==> config.mk <==
export PLATFORM = sky130hd
export DESIGN_NAME = ucode_rom
export DESIGN_NICKNAME = d
export VERILOG_FILES = /design/src/test_cpu_pkg.sv /design/src/ucode_rom.sv
export VERILOG_INCLUDE_DIRS = /design/src /design/src/src
export SDC_FILE = /design/constraint.sdc
export NUM_CORES = 1
export LEC_CHECK = 0
export BUFFER_PORTS_ARGS = -buffer_cell sky130_fd_sc_hd__buf_2
export CORE_MARGIN = 2
export CORE_UTILIZATION = 45
export DETAILED_ROUTE_END_ITERATION = 16
export PLACE_DENSITY = 0.83
export RECOVER_POWER = 25
export REMOVE_ABC_BUFFERS = 1
export SYNTH_ARGS = -nofsm -noshare
export SYNTH_HDL_FRONTEND = slang
export SYNTH_SLANG_ARGS = --single-unit
==> constraint.sdc <==
create_clock -name clk -period 2.2 [get_ports clk]
set_input_delay 0 -clock clk [delete_from_list [all_inputs] [get_ports clk]]
set_output_delay 0 -clock clk [all_outputs]
set_load 0.005 [all_outputs]
==> src/test_cpu_consts.svh <==
////////////////////////////////////////////////////////////
// test cpu widths
// microword, register, bus and pattern-store field sizes
////////////////////////////////////////////////////////////

`ifndef TEST_CPU_CONSTS_SVH
`define TEST_CPU_CONSTS_SVH

`define TC_UWORD_W 48   // full microword
`define TC_PC_W    8    // program counter
`define TC_DATA_W  32   // registers and bus data
`define TC_ADDR_W  22   // bus word address
`define TC_NEXT_W  6    // branch target field

`define TC_OP_W    4    // opcode field
`define TC_SEL_W   3    // register select field

`define TC_PAT_W   8    // pattern store index
`define TC_WAIT_W  5    // wait microop counter

`endif

==> src/test_cpu_pkg.sv <==
////////////////////////////////////////////////////////////
// test cpu types
// opcodes, register selects, bus states and microword
////////////////////////////////////////////////////////////

`default_nettype none

`include "test_cpu_consts.svh"

package test_cpu_pkg;

   typedef enum logic [`TC_OP_W-1:0] {
      op_nop   = 4'd0,
      op_write = 4'd1,
      op_read  = 4'd2,
      op_add   = 4'd3,
      op_sub   = 4'd4,
      op_tst   = 4'd5,
      op_cmp   = 4'd6,
      op_jmp   = 4'd7,
      op_done  = 4'd8,
      op_wait  = 4'd9,
      op_fault = 4'd15
   } uop_e;

   typedef enum logic [`TC_SEL_W-1:0] {
      sel_none    = 3'd0,
      sel_a       = 3'd1,
      sel_b       = 3'd2,
      sel_c       = 3'd3,
      sel_d       = 3'd4,
      sel_imm     = 3'd5,
      sel_pattern = 3'd7   // expected word from pattern store
   } reg_sel_e;

   typedef enum logic [1:0] {
      bus_idle = 2'd0,
      bus_req  = 2'd1,
      bus_wait = 2'd2,
      bus_done = 2'd3
   } bus_state_e;

   typedef struct packed {
      uop_e                  op;
      reg_sel_e              dst;
      reg_sel_e              src;
      logic [`TC_NEXT_W-1:0] next;   // branch target
      logic [`TC_DATA_W-1:0] imm;
   } uword_t;

   typedef struct packed {
      logic rd;
      logic wr;
   } bus_cmd_t;

endpackage

`default_nettype wire

==> src/ucode_rom.sv <==
////////////////////////////////////////////////////////////
// microprogram store
// fills the buffer, starts the transfer, polls status,
// then checks the buffer against the pattern store
////////////////////////////////////////////////////////////

`timescale 1ns/100ps
`default_nettype none

`include "test_cpu_consts.svh"

module ucode_rom
(
   input  wire                  clk,
   input  wire                  reset,
   input  wire [`TC_PC_W-1:0]   addr,
   output test_cpu_pkg::uword_t uword
);

   import test_cpu_pkg::*;

   always_ff @(posedge clk)
   begin
      if (reset)
         uword <= {`TC_UWORD_W{1'b0}};   // nop
      else
         case (addr)
            // fill buffer with the pattern
            8'h00: uword <= '{op_add,   sel_a,    sel_none,    6'h00, 32'h0001_1000};
            8'h01: uword <= '{op_add,   sel_b,    sel_none,    6'h00, 32'h0};
            8'h02: uword <= '{op_add,   sel_d,    sel_pattern, 6'h00, 32'h0};
            8'h03: uword <= '{op_write, sel_none, sel_none,    6'h00, 32'h0};
            8'h04: uword <= '{op_add,   sel_a,    sel_a,       6'h00, 32'h1};
            8'h05: uword <= '{op_add,   sel_b,    sel_b,       6'h00, 32'h1};
            8'h06: uword <= '{op_cmp,   sel_b,    sel_imm,     6'h08, 32'h100};
            8'h07: uword <= '{op_jmp,   sel_none, sel_none,    6'h02, 32'h0};

            // device registers
            8'h08: uword <= '{op_add,   sel_a,    sel_none,    6'h00, 32'o17377776};
            8'h09: uword <= '{op_add,   sel_d,    sel_none,    6'h00, 32'h0001_1000};
            8'h0a: uword <= '{op_write, sel_none, sel_none,    6'h00, 32'h0};   // mem addr
            8'h0b: uword <= '{op_add,   sel_a,    sel_none,    6'h00, 32'o17377775};
            8'h0c: uword <= '{op_add,   sel_d,    sel_none,    6'h00, 32'h0001_0100};
            8'h0d: uword <= '{op_write, sel_none, sel_none,    6'h00, 32'h0};   // disk addr
            8'h0e: uword <= '{op_add,   sel_a,    sel_none,    6'h00, 32'o17377774};
            8'h0f: uword <= '{op_add,   sel_d,    sel_none,    6'h00, 32'o11};
            8'h10: uword <= '{op_write, sel_none, sel_none,    6'h00, 32'h0};   // command
            8'h11: uword <= '{op_add,   sel_a,    sel_none,    6'h00, 32'o17377777};
            8'h12: uword <= '{op_add,   sel_d,    sel_none,    6'h00, 32'h0};
            8'h13: uword <= '{op_write, sel_none, sel_none,    6'h00, 32'h0};   // go

            // poll status until bit 0 clears
            8'h14: uword <= '{op_wait,  sel_none, sel_none,    6'h00, 32'h0};
            8'h15: uword <= '{op_add,   sel_a,    sel_none,    6'h00, 32'o17377770};
            8'h16: uword <= '{op_read,  sel_none, sel_none,    6'h00, 32'h0};
            8'h17: uword <= '{op_tst,   sel_d,    sel_imm,     6'h19, 32'h1};
            8'h18: uword <= '{op_jmp,   sel_none, sel_none,    6'h14, 32'h0};

            // read back and compare
            8'h19: uword <= '{op_add,   sel_a,    sel_none,    6'h00, 32'h0001_1000};
            8'h1a: uword <= '{op_add,   sel_b,    sel_none,    6'h00, 32'h0};
            8'h1b: uword <= '{op_read,  sel_none, sel_none,    6'h00, 32'h0};
            8'h1c: uword <= '{op_cmp,   sel_d,    sel_pattern, 6'h1e, 32'h0};
            8'h1d: uword <= '{op_fault, sel_none, sel_none,    6'h1d, 32'h0};   // halt
            8'h1e: uword <= '{op_add,   sel_a,    sel_a,       6'h00, 32'h1};
            8'h1f: uword <= '{op_add,   sel_b,    sel_b,       6'h00, 32'h1};
            8'h20: uword <= '{op_cmp,   sel_b,    sel_imm,     6'h22, 32'h100};
            8'h21: uword <= '{op_jmp,   sel_none, sel_none,    6'h1b, 32'h0};
            8'h22: uword <= '{op_done,  sel_none, sel_none,    6'h22, 32'h0};   // halt

            default: uword <= '{op_jmp, sel_none, sel_none, 6'h00, 32'h0};
         endcase
   end

endmodule

`default_nettype wire

Word-level counts from Yosys, hierarchy flattened

Memories as Yosys holds them, arrays and structs flattened.
Index checks and enable logic that the tools add are counted.

Register bits: 48
Latch bits: 0
Bits in writable memories: 0
Memory bits (read-only): 2368
Bits of input ports: 10
Output and inout bits: 48
Logic and storage cells: 11
Memories: 1

Memory list:

| name             | words | width | rd ports | clocked after memory_dff | wr ports | line            | RTL |
|---|---|---|---|---|---|---|---|
| (name not given) | 64    | 37    | 1        | 0                        | 0        | ucode_rom.sv:27 | `case (addr)` |

Add/subtract/negate cells: 0
$mul: 0
Div/mod/pow operators: 0
Order comparisons: 0
Equal/unequal tests: 0
Shift operators: 0
Muxes and demuxes: 1
Bitwise logic cells: 1
Reductions and logical operators: 2

Operator list:

| cell               | number |
|---|---|
| 2-to-1 mux 47 bit  | 1 |
| logical NOT 2 bit  | 1 |
| OR reduction 2 bit | 1 |
| NOT 1 bit          | 1 |

Longest topological paths before layout

Gate-level depths: netlist (run 1).

Depth in word-level cells: 3
Depth in mapped cells: 7
Mapped depth without buffers: 6

Least setup slack after synthesis (run 1)

OpenSTA, ideal clock, no wires.

Kind: input port to flip-flop
Start point: input addr[0]
End point: register uword[41] (netlist name)
Library setup time: 80 ps
Arrival: 1019 ps
Required time: 2120 ps
Slack: 1101 ps
Stages: 6
Path buffers: 0
Path through: inv_1 -> ha_1 -> or2_1 -> a31oi_1 -> nor2_1 -> nor3b_1

Word-level cells in the longest chain between the ends: 1

RTL lines:

| element              | line            | RTL |
|---|---|---|
| start, declared      | ucode_rom.sv:16 | `` input wire [`TC_PC_W-1:0] addr, `` |
| memory (64 x 37 bit) | -               |  |
| end signal, assigned | ucode_rom.sv:29 | `8'h00: uword <= '{op_add, sel_a, sel_none, 6'h00, 32'h0001_1000};` |
| end signal, assigned | ucode_rom.sv:30 | `8'h01: uword <= '{op_add, sel_b, sel_none, 6'h00, 32'h0};` |
| end signal, assigned | ucode_rom.sv:31 | `8'h02: uword <= '{op_add, sel_d, sel_pattern, 6'h00, 32'h0};` |
| end, declared        | ucode_rom.sv:17 | `output test_cpu_pkg::uword_t uword` |

Every way passes these cells.
A chain may end at the register's enable or synchronous reset.

Worst setup path after layout (run 1)

Start point: input addr[2]
End point: register uword[44] (netlist name)

Word-level cells in the longest chain between the ends: 2

RTL lines:

| element              | line |
|---|---|
| memory (64 x 37 bit) | - |
| 2-to-1 mux 47 bit    | ucode_rom.sv:27 |

Every way passes these cells.

==> qor.csv, run 1 <==
metric,value,unit
y dimension of the die,62.3,microns
placeable core region,3310,sq um
first-pass iteration count of the detailed router,4,
Sequential Area,480,sq um
portion of the post-synthesis area used by sequential elements,0.314,
Post-Place Setup Slack,0.759,ns
Die Area,3880,sq um
worst slew pin tran,0.526,ns
run status,finished clean,
yosys warns,0,
vias in the first global route,1209,
count of cell types in the netlist,45,
aggregate negative setup slack,0,ns
number of enable flip-flop cells after synthesis,0,
"most common cell after layout, fill and taps aside",sky130_fd_sc_hd__buf_2,
PortBufs,46,
"Async S/R FF share, synth",0,
Initial Utilization,0.462,
data arrival time of the critical path,1.68,ns
worst setup path startpoint,addr[2],
GP Congestion,0.922,
Post-CTS Setup Repair Bufs,0,
CTS-repair resized insts,0,
Worst setup SP type,primary input,
CTS tree,built,
maximum fanout encountered on the critical timing path,30,
slack of the critical path,0.743,ns
GR met2 Demand/Resource,0.279,
number of CTS-inserted buffers,3,
met3 Resource Use GR,0.0399,
Fmax,0.686,GHz
global route total overflow,0,
RSZ-0062 raised after global routing,no,
DR DRC count,0,
final-report hold violation count,0,
Clock Path Buffers,2,
largest net degree at the start of global routing,35,
1st-iter DRT viols,66,
endpoint type of the worst setup path,flop,
Leakage Power,0.785,nW
global router's overall resource usage,0.181,
CTS H-tree depth,1,
average wire per standard cell,12.7,microns
flip-flop count of the largest register after layout,24,
DRT antenna net count,0,
Pwr Density,552,nW/um^2
met1 track demand over resource in global routing,0.244,
Finish-stage setup viols,0,
largest reg by FF count,uword,
most crowded layer after global routing,met2,
worst vdd ir,0.000268,V
vias,1428,
ANT cells,0,
critical path type,primary input to flop,
via density per instance,5.27,
data required time at the worst endpoint,2.42,ns
Filler Cell Count,335,
Final Max Tran Viols,0,
classification of the worst-slack hold path,primary input to flop,
clock edge transition at the registers on the reported setup and hold paths,0.13,ns
clk root buf,sky130_fd_sc_hd__clkbuf_4,
most frequent cells in the layout,"sky130_fd_sc_hd__buf_2, sky130_fd_sc_hd__nand2_1, sky130_fd_sc_hd__dfxtp_1",
normalized max-slew margin,0.649,
ratio of cells with drive above 1 in the final layout,0.218,
area growth from synthesis to final layout,10.2,%
wire length of the first global-routing pass,5.69,mm
Synth Cell Area,1530,sq um
number of rows created at floorplan,21,
WL final,3.44,mm
die extent in x,62.3,microns
Multi-input gate area,810,sq um
post-route fraction of the period consumed by the critical path,0.662,
#FFs+latches synth,24,
synthesized netlist cell count,198,
biggest regs,uword (24),
number of I/O pins,58,
total of max-cap violations,0,
initial antenna violation count,0,
post-layout utilization of the core,0.509,
DPL Wire Length,2.37,mm
per-instance average area after synthesis,7.72,sq um
top_reg_cell synth,sky130_fd_sc_hd__dfxtp_1,
post-route minimum period,1.46,ns
Sinks on Clock Net,24,
endpoint of the worst setup timing path,uword[44],
net count of the finished layout,240,
synthesized netlist by cell type (2+ instances only):
cell / n / area share
sky130_fd_sc_hd__a211oi_1: 3 / 0.015
sky130_fd_sc_hd__a21o_1: 2 / 0.0098
sky130_fd_sc_hd__a21oi_1: 17 / 0.056
sky130_fd_sc_hd__a2bb2oi_1: 2 / 0.011
sky130_fd_sc_hd__a311oi_1: 2 / 0.011
sky130_fd_sc_hd__a31oi_1: 5 / 0.020
sky130_fd_sc_hd__buf_2: 8 / 0.026
sky130_fd_sc_hd__buf_4: 27 / 0.13
sky130_fd_sc_hd__dfxtp_1: 24 / 0.31
sky130_fd_sc_hd__ha_1: 4 / 0.033
sky130_fd_sc_hd__inv_1: 4 / 0.0098
sky130_fd_sc_hd__mux2i_1: 4 / 0.026
sky130_fd_sc_hd__nand2_1: 25 / 0.061
sky130_fd_sc_hd__nand2b_1: 5 / 0.020
sky130_fd_sc_hd__nand3_1: 6 / 0.020
sky130_fd_sc_hd__nor2_1: 17 / 0.042
sky130_fd_sc_hd__nor2b_1: 3 / 0.012
sky130_fd_sc_hd__nor3_1: 4 / 0.013
sky130_fd_sc_hd__nor3b_1: 4 / 0.020
sky130_fd_sc_hd__o21ai_0: 2 / 0.0065
sky130_fd_sc_hd__o21ai_1: 6 / 0.020
area by class of cell:
class	count	share of cell area
multi-input cells	142	0.480
repair buffers	50	0.158
clock inverters	1	0.0178
flip-flops and latches	24	0.285
well taps	46	0.0341
inverters	5	0.0111
clock buffers	3	0.0134
metrics by stage:
stage	hold slack (ns)	power, mW	cells	cell area, sq um
detailed placement	0.235	0.610	263	1600
CTS	0.0208	0.932	271	1690
finish	0.0225	0.930	271	1690
global route	0.0472	0.980	271	1690
floorplan	0.0691	0.548	171	1310
global placement	0.216	0.610	263	1600
cells by family (layout without fill, tap and decap cells):
family	Yosys count	count (layout)	share of synthesized area
and+or+nand+nor	72	72	0.224
adders and majority gates	4	4	0.0327
AOI/OAI and AO/OA	49	49	0.205
muxes	6	6	0.0409
DFF	24	24	0.314
other	1	11	0.00245
buffers and inverters	42	59	0.181
layer usage:
layer  vias to the layer above  wire, microns
li1                        706              -
met1                       629           1470
met2                        82           1570
met3                        11            321
met4                         0             81
met5                         -              0
worst max-delay path, stage by stage:
cell and delay, ns:
sky130_fd_sc_hd__buf_2 0.43, sky130_fd_sc_hd__and2b_1 0.32, sky130_fd_sc_hd__a22oi_1 0.09, sky130_fd_sc_hd__o22ai_1 0.16
sky130_fd_sc_hd__a21oi_1 0.09, sky130_fd_sc_hd__dlygate4sd3_1 0.58
where the power goes:
part	switching, mW	total, mW	internal (mW)
Clock	0.134	0.319	0.184
Combinational	0.106	0.167	0.0615
Sequential	0.00208	0.444	0.442
worst min path at each step:
| stage | start | to | cells after the start |
|---|---|---|---|
| after global placement | reset | uword[46] | 2 |
| after CTS | addr[0] | uword[37] | 4 |
| after global routing | addr[0] | uword[37] | 4 |
| after floorplan | reset | uword[44] | 1 |
| after detailed placement | reset | uword[44] | 2 |
| final | addr[1] | uword[0] | 3 |
what timing repair did:
action	CTS	global route
endpoints found under the hold margin	4	0
hold buffers	4	0
endpoints found under the setup margin	0	0
Note: power is estimated with default switching activity, not from simulation.
==> run 2, diff against run 1 <==
--- a/config.mk
+++ b/config.mk
@@ -8,9 +8,9 @@
 export LEC_CHECK = 0
 export BUFFER_PORTS_ARGS = -buffer_cell sky130_fd_sc_hd__buf_2
 export CORE_MARGIN = 2
-export CORE_UTILIZATION = 45
+export CORE_UTILIZATION = 44
 export DETAILED_ROUTE_END_ITERATION = 16
-export PLACE_DENSITY = 0.83
+export PLACE_DENSITY = 0.85
 export RECOVER_POWER = 25
 export REMOVE_ABC_BUFFERS = 1
 export SYNTH_ARGS = -nofsm -noshare
==> constraint.sdc (replaced) <==
create_clock -name clk -period 1.25 [get_ports clk]
set_input_delay 0 -clock clk [delete_from_list [all_inputs] [get_ports clk]]
set_output_delay 0 -clock clk [all_outputs]
set_load 0.005 [all_outputs]
==> qor.csv, run 2 (synthesis results as in run 1) <==
metric,value,unit,change
y dimension of the die,63.0,microns,was 62.3 microns
Leakage Power,0.871,nW,was 0.785 nW
flip-flop count of the largest register after layout,24,,unchanged
number of rows created at floorplan,21,,unchanged
vias,1510,,"was 1,428"
run status,finished clean,,unchanged
Fmax,0.846,GHz,
critical path's slowest cell,sky130_fd_sc_hd__dlygate4sd3_1,,unchanged
Filler Cell Count,334,,was 335
number of I/O pins,58,,unchanged
Die Area,3960,sq um,was 3880 sq um
via density per instance,5.14,,was 5.27
largest reg by FF count,uword,,unchanged
number of CTS-inserted buffers,3,,unchanged
area growth from synthesis to final layout,20.4,%,was 10.2%
endpoint type of the worst setup path,flop,,unchanged
Inst Count DP,287,,was 263
placeable core region,3340,sq um,was 3310 sq um
global router's overall resource usage,0.193,,was 0.181
chain of cells forming the critical path,"dlygate4sd3_1, buf_2, or3_4, buf_4, nor3_1",,"was buf_2, and2b_1, a22oi_1, o22ai_1, a21oi_1, dlygate4sd3_1"
most frequent cells in the layout,"sky130_fd_sc_hd__buf_2, sky130_fd_sc_hd__nand2_1, sky130_fd_sc_hd__buf_4, sky130_fd_sc_hd__dfxtp_1",,"was sky130_fd_sc_hd__buf_2, sky130_fd_sc_hd__nand2_1, sky130_fd_sc_hd__dfxtp_1"
CTS H-tree depth,1,,unchanged
critical path type,primary input to flop,,unchanged
GP Congestion,0.968,,was 0.922
worst vdd ir,0.000366,V,was 0.000268 V
sink of the worst hold path,uword[0],,unchanged
Finish-stage setup viols,0,,unchanged
total of max-cap violations,0,,unchanged
initial antenna violation count,0,,unchanged
worst hold slack after final layout,0.0140,ns,was 0.0225 ns
count of non-filler cells in the finished layout,294,,was 271
Clock Path Buffers,2,,unchanged
largest net degree at the start of global routing,22,,was 35
net count of the finished layout,263,,was 240
kind of cell adding the most delay to the critical path,buffers and inverters,,unchanged
"most common cell after layout, fill and taps aside",sky130_fd_sc_hd__buf_2,,unchanged
vias in the first global route,1383,,"was 1,209"
Initial Utilization,0.458,,was 0.462
number of stages on the worst hold path,3,,unchanged
total design power,1.55,mW,was 0.930 mW
ratio of cells with drive above 1 in the final layout,0.282,,was 0.218
biggest regs,uword (24),,unchanged
CTS tree,built,,unchanged
DR DRC count,0,,unchanged
data required time at the worst endpoint,1.50,ns,was 2.42 ns
post-route fraction of the period consumed by the critical path,0.946,,
1st-iter DRT viols,57,,was 66
DRT antenna net count,0,,unchanged
wire length of the first global-routing pass,6.17,mm,was 5.69 mm
aggregate negative setup slack,0,ns,unchanged
ANT cells,0,,unchanged
data arrival time of the critical path,1.43,ns,was 1.68 ns
worst hold path startpoint,addr[1],,unchanged
final-report hold violation count,0,,unchanged
WL final,3.66,mm,was 3.44 mm
Critical path buffers and inverters,3,,was 2
Crit. path cell count,5,,was 6
Final Max Tran Viols,0,,unchanged
post-layout utilization of the core,0.552,,was 0.509
clock edge transition at the registers on the reported setup and hold paths,0.13,ns,about the same
RSZ-0062 raised after global routing,no,,unchanged
classification of the worst-slack hold path,primary input to flop,,unchanged
die extent in x,63.0,microns,was 62.3 microns
average wire per standard cell,12.5,microns,was 12.7 microns
Pwr Density,844,nW/um^2,was 552 nW/um^2
Worst setup SP type,primary input,,unchanged
PortBufs,46,,unchanged
maximum fanout encountered on the critical timing path,8,,was 30
Sinks on Clock Net,24,,unchanged
post-route minimum period,1.18,ns,
clk root buf,sky130_fd_sc_hd__clkbuf_4,,unchanged
global route total overflow,0,,unchanged
first-pass iteration count of the detailed router,4,,unchanged
DPL Wire Length,2.66,mm,was 2.37 mm
biggest cell delay along the critical path,0.54,ns,was 0.58 ns
run 2: stage by stage:
stage | instance area, sq um | worst slack (ns)
after floorplan | 1310 | 0.108
final | 1840 | 0.0675
after global placement | 1780 | -0.0350
after detailed placement | 1780 | -0.0844
after CTS | 1840 | 0.0152
after global routing | 1840 | 0.00334
run 2: cell type report:
| cell class | count | area, sq um | area share |
|---|---|---|---|
| clock buffer | 4 | 36.3 | 0.0197 |
| inverter | 5 | 18.8 | 0.0102 |
| multi-input combinational | 142 | 817 | 0.444 |
| sequential | 24 | 480 | 0.261 |
| tap | 46 | 57.6 | 0.0313 |
| timing repair buffer | 73 | 430 | 0.234 |
run 2: worst max-delay path by stage:
stage	start	to	slack (ns)
3_5_place_dp	addr[0]	uword[46]	-0.08
4_1_cts	addr[7]	uword[47]	0.02
3_3_place_gp	addr[1]	uword[45]	-0.03
2_1_floorplan	addr[0]	uword[46]	0.11
5_1_grt	addr[7]	uword[1]	0.003
6_report	addr[7]	uword[47]	0.07
run 2: report_power, final:
group | internal [mW] | switching (mW)
Combinational | 0.156 | 0.200
Sequential | 0.778 | 0.00407
Clock | 0.178 | 0.237
Total | 1.11 | 0.441
run 2: timing repair:
item                                    in CTS  in global routing
hold endpoints to repair                     4                  0
buffers inserted                             0                  0
endpoints found under the setup margin       0                  3
resized for setup                            0                  2
hold buffers                                 3                  0
run 2: worst min-delay path, stage by stage:
cell and delay, ns:
sky130_fd_sc_hd__buf_2 0.13, sky130_fd_sc_hd__nand3_1 0.09, sky130_fd_sc_hd__a311oi_1 0.09
run 2: per-layer routing:
layer / share of wire / up-vias / global-route usage
li1: - / 750 / -
met3: 0.081 / 11 / 0.0595
met1: 0.42 / 668 / 0.239
met2: 0.48 / 81 / 0.307
met5: 0 / - / 0
met4: 0.019 / 0 / 0.0861
==> run 3, diff against run 2 <==
--- a/config.mk
+++ b/config.mk
@@ -8,9 +8,10 @@
 export LEC_CHECK = 0
 export BUFFER_PORTS_ARGS = -buffer_cell sky130_fd_sc_hd__buf_2
 export CORE_MARGIN = 2
-export CORE_UTILIZATION = 44
+export CORE_UTILIZATION = 45
+export CTS_BUF_LIST = sky130_fd_sc_hd__clkbuf_4 sky130_fd_sc_hd__clkbuf_8
 export DETAILED_ROUTE_END_ITERATION = 16
-export PLACE_DENSITY = 0.85
+export PLACE_DENSITY = 0.86
 export RECOVER_POWER = 25
 export REMOVE_ABC_BUFFERS = 1
 export SYNTH_ARGS = -nofsm -noshare
==> constraint.sdc (replaced) <==
create_clock -name clk -period 1.25 [get_ports clk]
set_input_delay 0.1875 -clock clk [delete_from_list [all_inputs] [get_ports clk]]
set_output_delay 0.1875 -clock clk [all_outputs]
set_load 0.005 [all_outputs]
==> qor.csv, run 3 (synthesis results as in run 1) <==
metric,value,unit,change
clk root buf,sky130_fd_sc_hd__clkbuf_4,,unchanged
average wire per standard cell,12.9,microns,was 12.5 microns
number of CTS-inserted buffers,3,,unchanged
maximum fanout encountered on the critical timing path,4,,was 8
area growth from synthesis to final layout,29.2,%,was 20.4%
Worst setup SP type,primary input,,unchanged
global route total overflow,0,,unchanged
classification of the worst-slack hold path,primary input to flop,,unchanged
CTS H-tree depth,1,,unchanged
net count of the finished layout,279,,was 263
total design power,1.75,mW,was 1.55 mW
DRT antenna net count,0,,unchanged
Post-CTS Setup Repair Bufs,0,,unchanged
data arrival time of the critical path,1.45,ns,was 1.43 ns
largest reg by FF count,uword,,unchanged
ratio of cells with drive above 1 in the final layout,0.364,,was 0.282
most frequent cells in the layout,"sky130_fd_sc_hd__buf_2, sky130_fd_sc_hd__buf_4, sky130_fd_sc_hd__nand2_1",,"was sky130_fd_sc_hd__buf_2, sky130_fd_sc_hd__nand2_1, sky130_fd_sc_hd__buf_4, sky130_fd_sc_hd__dfxtp_1"
Final Max Tran Viols,0,,unchanged
clock edge transition at the registers on the reported setup and hold paths,0.13,ns,about the same
post-route fraction of the period consumed by the critical path,0.957,,was 0.946
PortBufs,46,,unchanged
critical path type,primary input to flop,,unchanged
final-report hold violation count,0,,unchanged
placeable core region,3310,sq um,was 3340 sq um
global router's overall resource usage,0.203,,was 0.193
number of I/O pins,58,,unchanged
Finish-stage setup viols,0,,unchanged
first-pass iteration count of the detailed router,4,,unchanged
worst hold slack after final layout,0.0639,ns,was 0.0140 ns
GP Congestion,1.01,,was 0.968
largest net degree at the start of global routing,20,,was 22
biggest regs,uword (24),,unchanged
endpoint type of the worst setup path,flop,,unchanged
RSZ-0062 raised after global routing,no,,unchanged
total of max-cap violations,0,,unchanged
Sinks on Clock Net,24,,unchanged
data required time at the worst endpoint,1.50,ns,about the same
worst hold path startpoint,reset,,was addr[1]
number of rows created at floorplan,21,,unchanged
initial antenna violation count,0,,unchanged
sink of the worst hold path,uword[44],,was uword[0]
1st-iter DRT viols,67,,was 57
DR DRC count,0,,unchanged
Initial Utilization,0.462,,was 0.458
run status,finished clean,,unchanged
Clock Path Buffers,2,,unchanged
Die Area,3880,sq um,was 3960 sq um
post-route minimum period,1.20,ns,was 1.18 ns
flip-flop count of the largest register after layout,24,,unchanged
worst vdd ir,0.000499,V,was 0.000366 V
Pwr Density,887,nW/um^2,was 844 nW/um^2
Fmax,0.836,GHz,was 0.846 GHz
via density per instance,5.14,,about the same
vias,1593,,"was 1,510"
number of stages on the worst hold path,2,,was 3
wire length of the first global-routing pass,6.47,mm,was 6.17 mm
y dimension of the die,62.3,microns,was 63.0 microns
vias in the first global route,1484,,"was 1,383"
die extent in x,62.3,microns,was 63.0 microns
WL final,4.00,mm,was 3.66 mm
Leakage Power,0.978,nW,was 0.871 nW
CTS tree,built,,unchanged
DPL Wire Length,3.00,mm,was 2.66 mm
ANT cells,0,,unchanged
## run 3: per-stage QoR
stage / setup slack [ns] / utilization / instances / setup TNS [ns] / area [sq um]
detailed placement: -0.276 / 0.580 / 306 / -3.42 / 1920
finish: 0.0537 / 0.597 / 310 / 0 / 1980
global placement: -0.223 / 0.580 / 306 / -2.98 / 1920
global route: 0.00102 / 0.597 / 310 / 0 / 1980
floorplan: -0.0794 / - / 171 / -0.231 / 1310
CTS: 0.0359 / 0.596 / 310 / 0 / 1970
## run 3: how the worst max path moves through the flow
stage,from,end,slack (ns)
4_1_cts,uword[20],uword[4],0.04
2_1_floorplan,addr[0],uword[46],-0.08
3_5_place_dp,addr[1],uword[46],-0.28
3_3_place_gp,addr[1],uword[46],-0.22
5_1_grt,addr[1],uword[46],0.001
6_report,addr[1],uword[46],0.05
## run 3: timing repair
| action | CTS | global route |
|---|---|---|
| gates resized for setup | 0 | 3 |
| setup endpoints to repair | 0 | 15 |
| hold buffers | 0 | 0 |
## run 3: where the power goes
part           total, mW  internal (mW)  switching [mW]
clock              0.570          0.325           0.245
combinational      0.400          0.187           0.214
sequential         0.782          0.778         0.00360
## run 3: layer usage
layer	wire length [microns]	global-route usage
met1	1670	0.253
met2	1920	0.351
met3	344	0.0308
met4	55	0.0806
met5	0	0
## run 3: area by class of cell
class,instances,area [sq um]
repair buffers,89,551
fillers,308,1340
well taps,46,57.6
multi-input cells,142,815
clock buffers,3,22.5
clock inverters,1,30.0
inverters,5,18.8
flip-flops and latches,24,482
## run 3: worst max-delay path: stages
cell and delay (ns):
sky130_fd_sc_hd__buf_2 0.12, sky130_fd_sc_hd__buf_4 0.13, sky130_fd_sc_hd__buf_4 0.14, sky130_fd_sc_hd__nand2_1 0.08, sky130_fd_sc_hd__o21ai_1 0.10, sky130_fd_sc_hd__a2111o_1 0.46, sky130_fd_sc_hd__a31oi_1 0.21
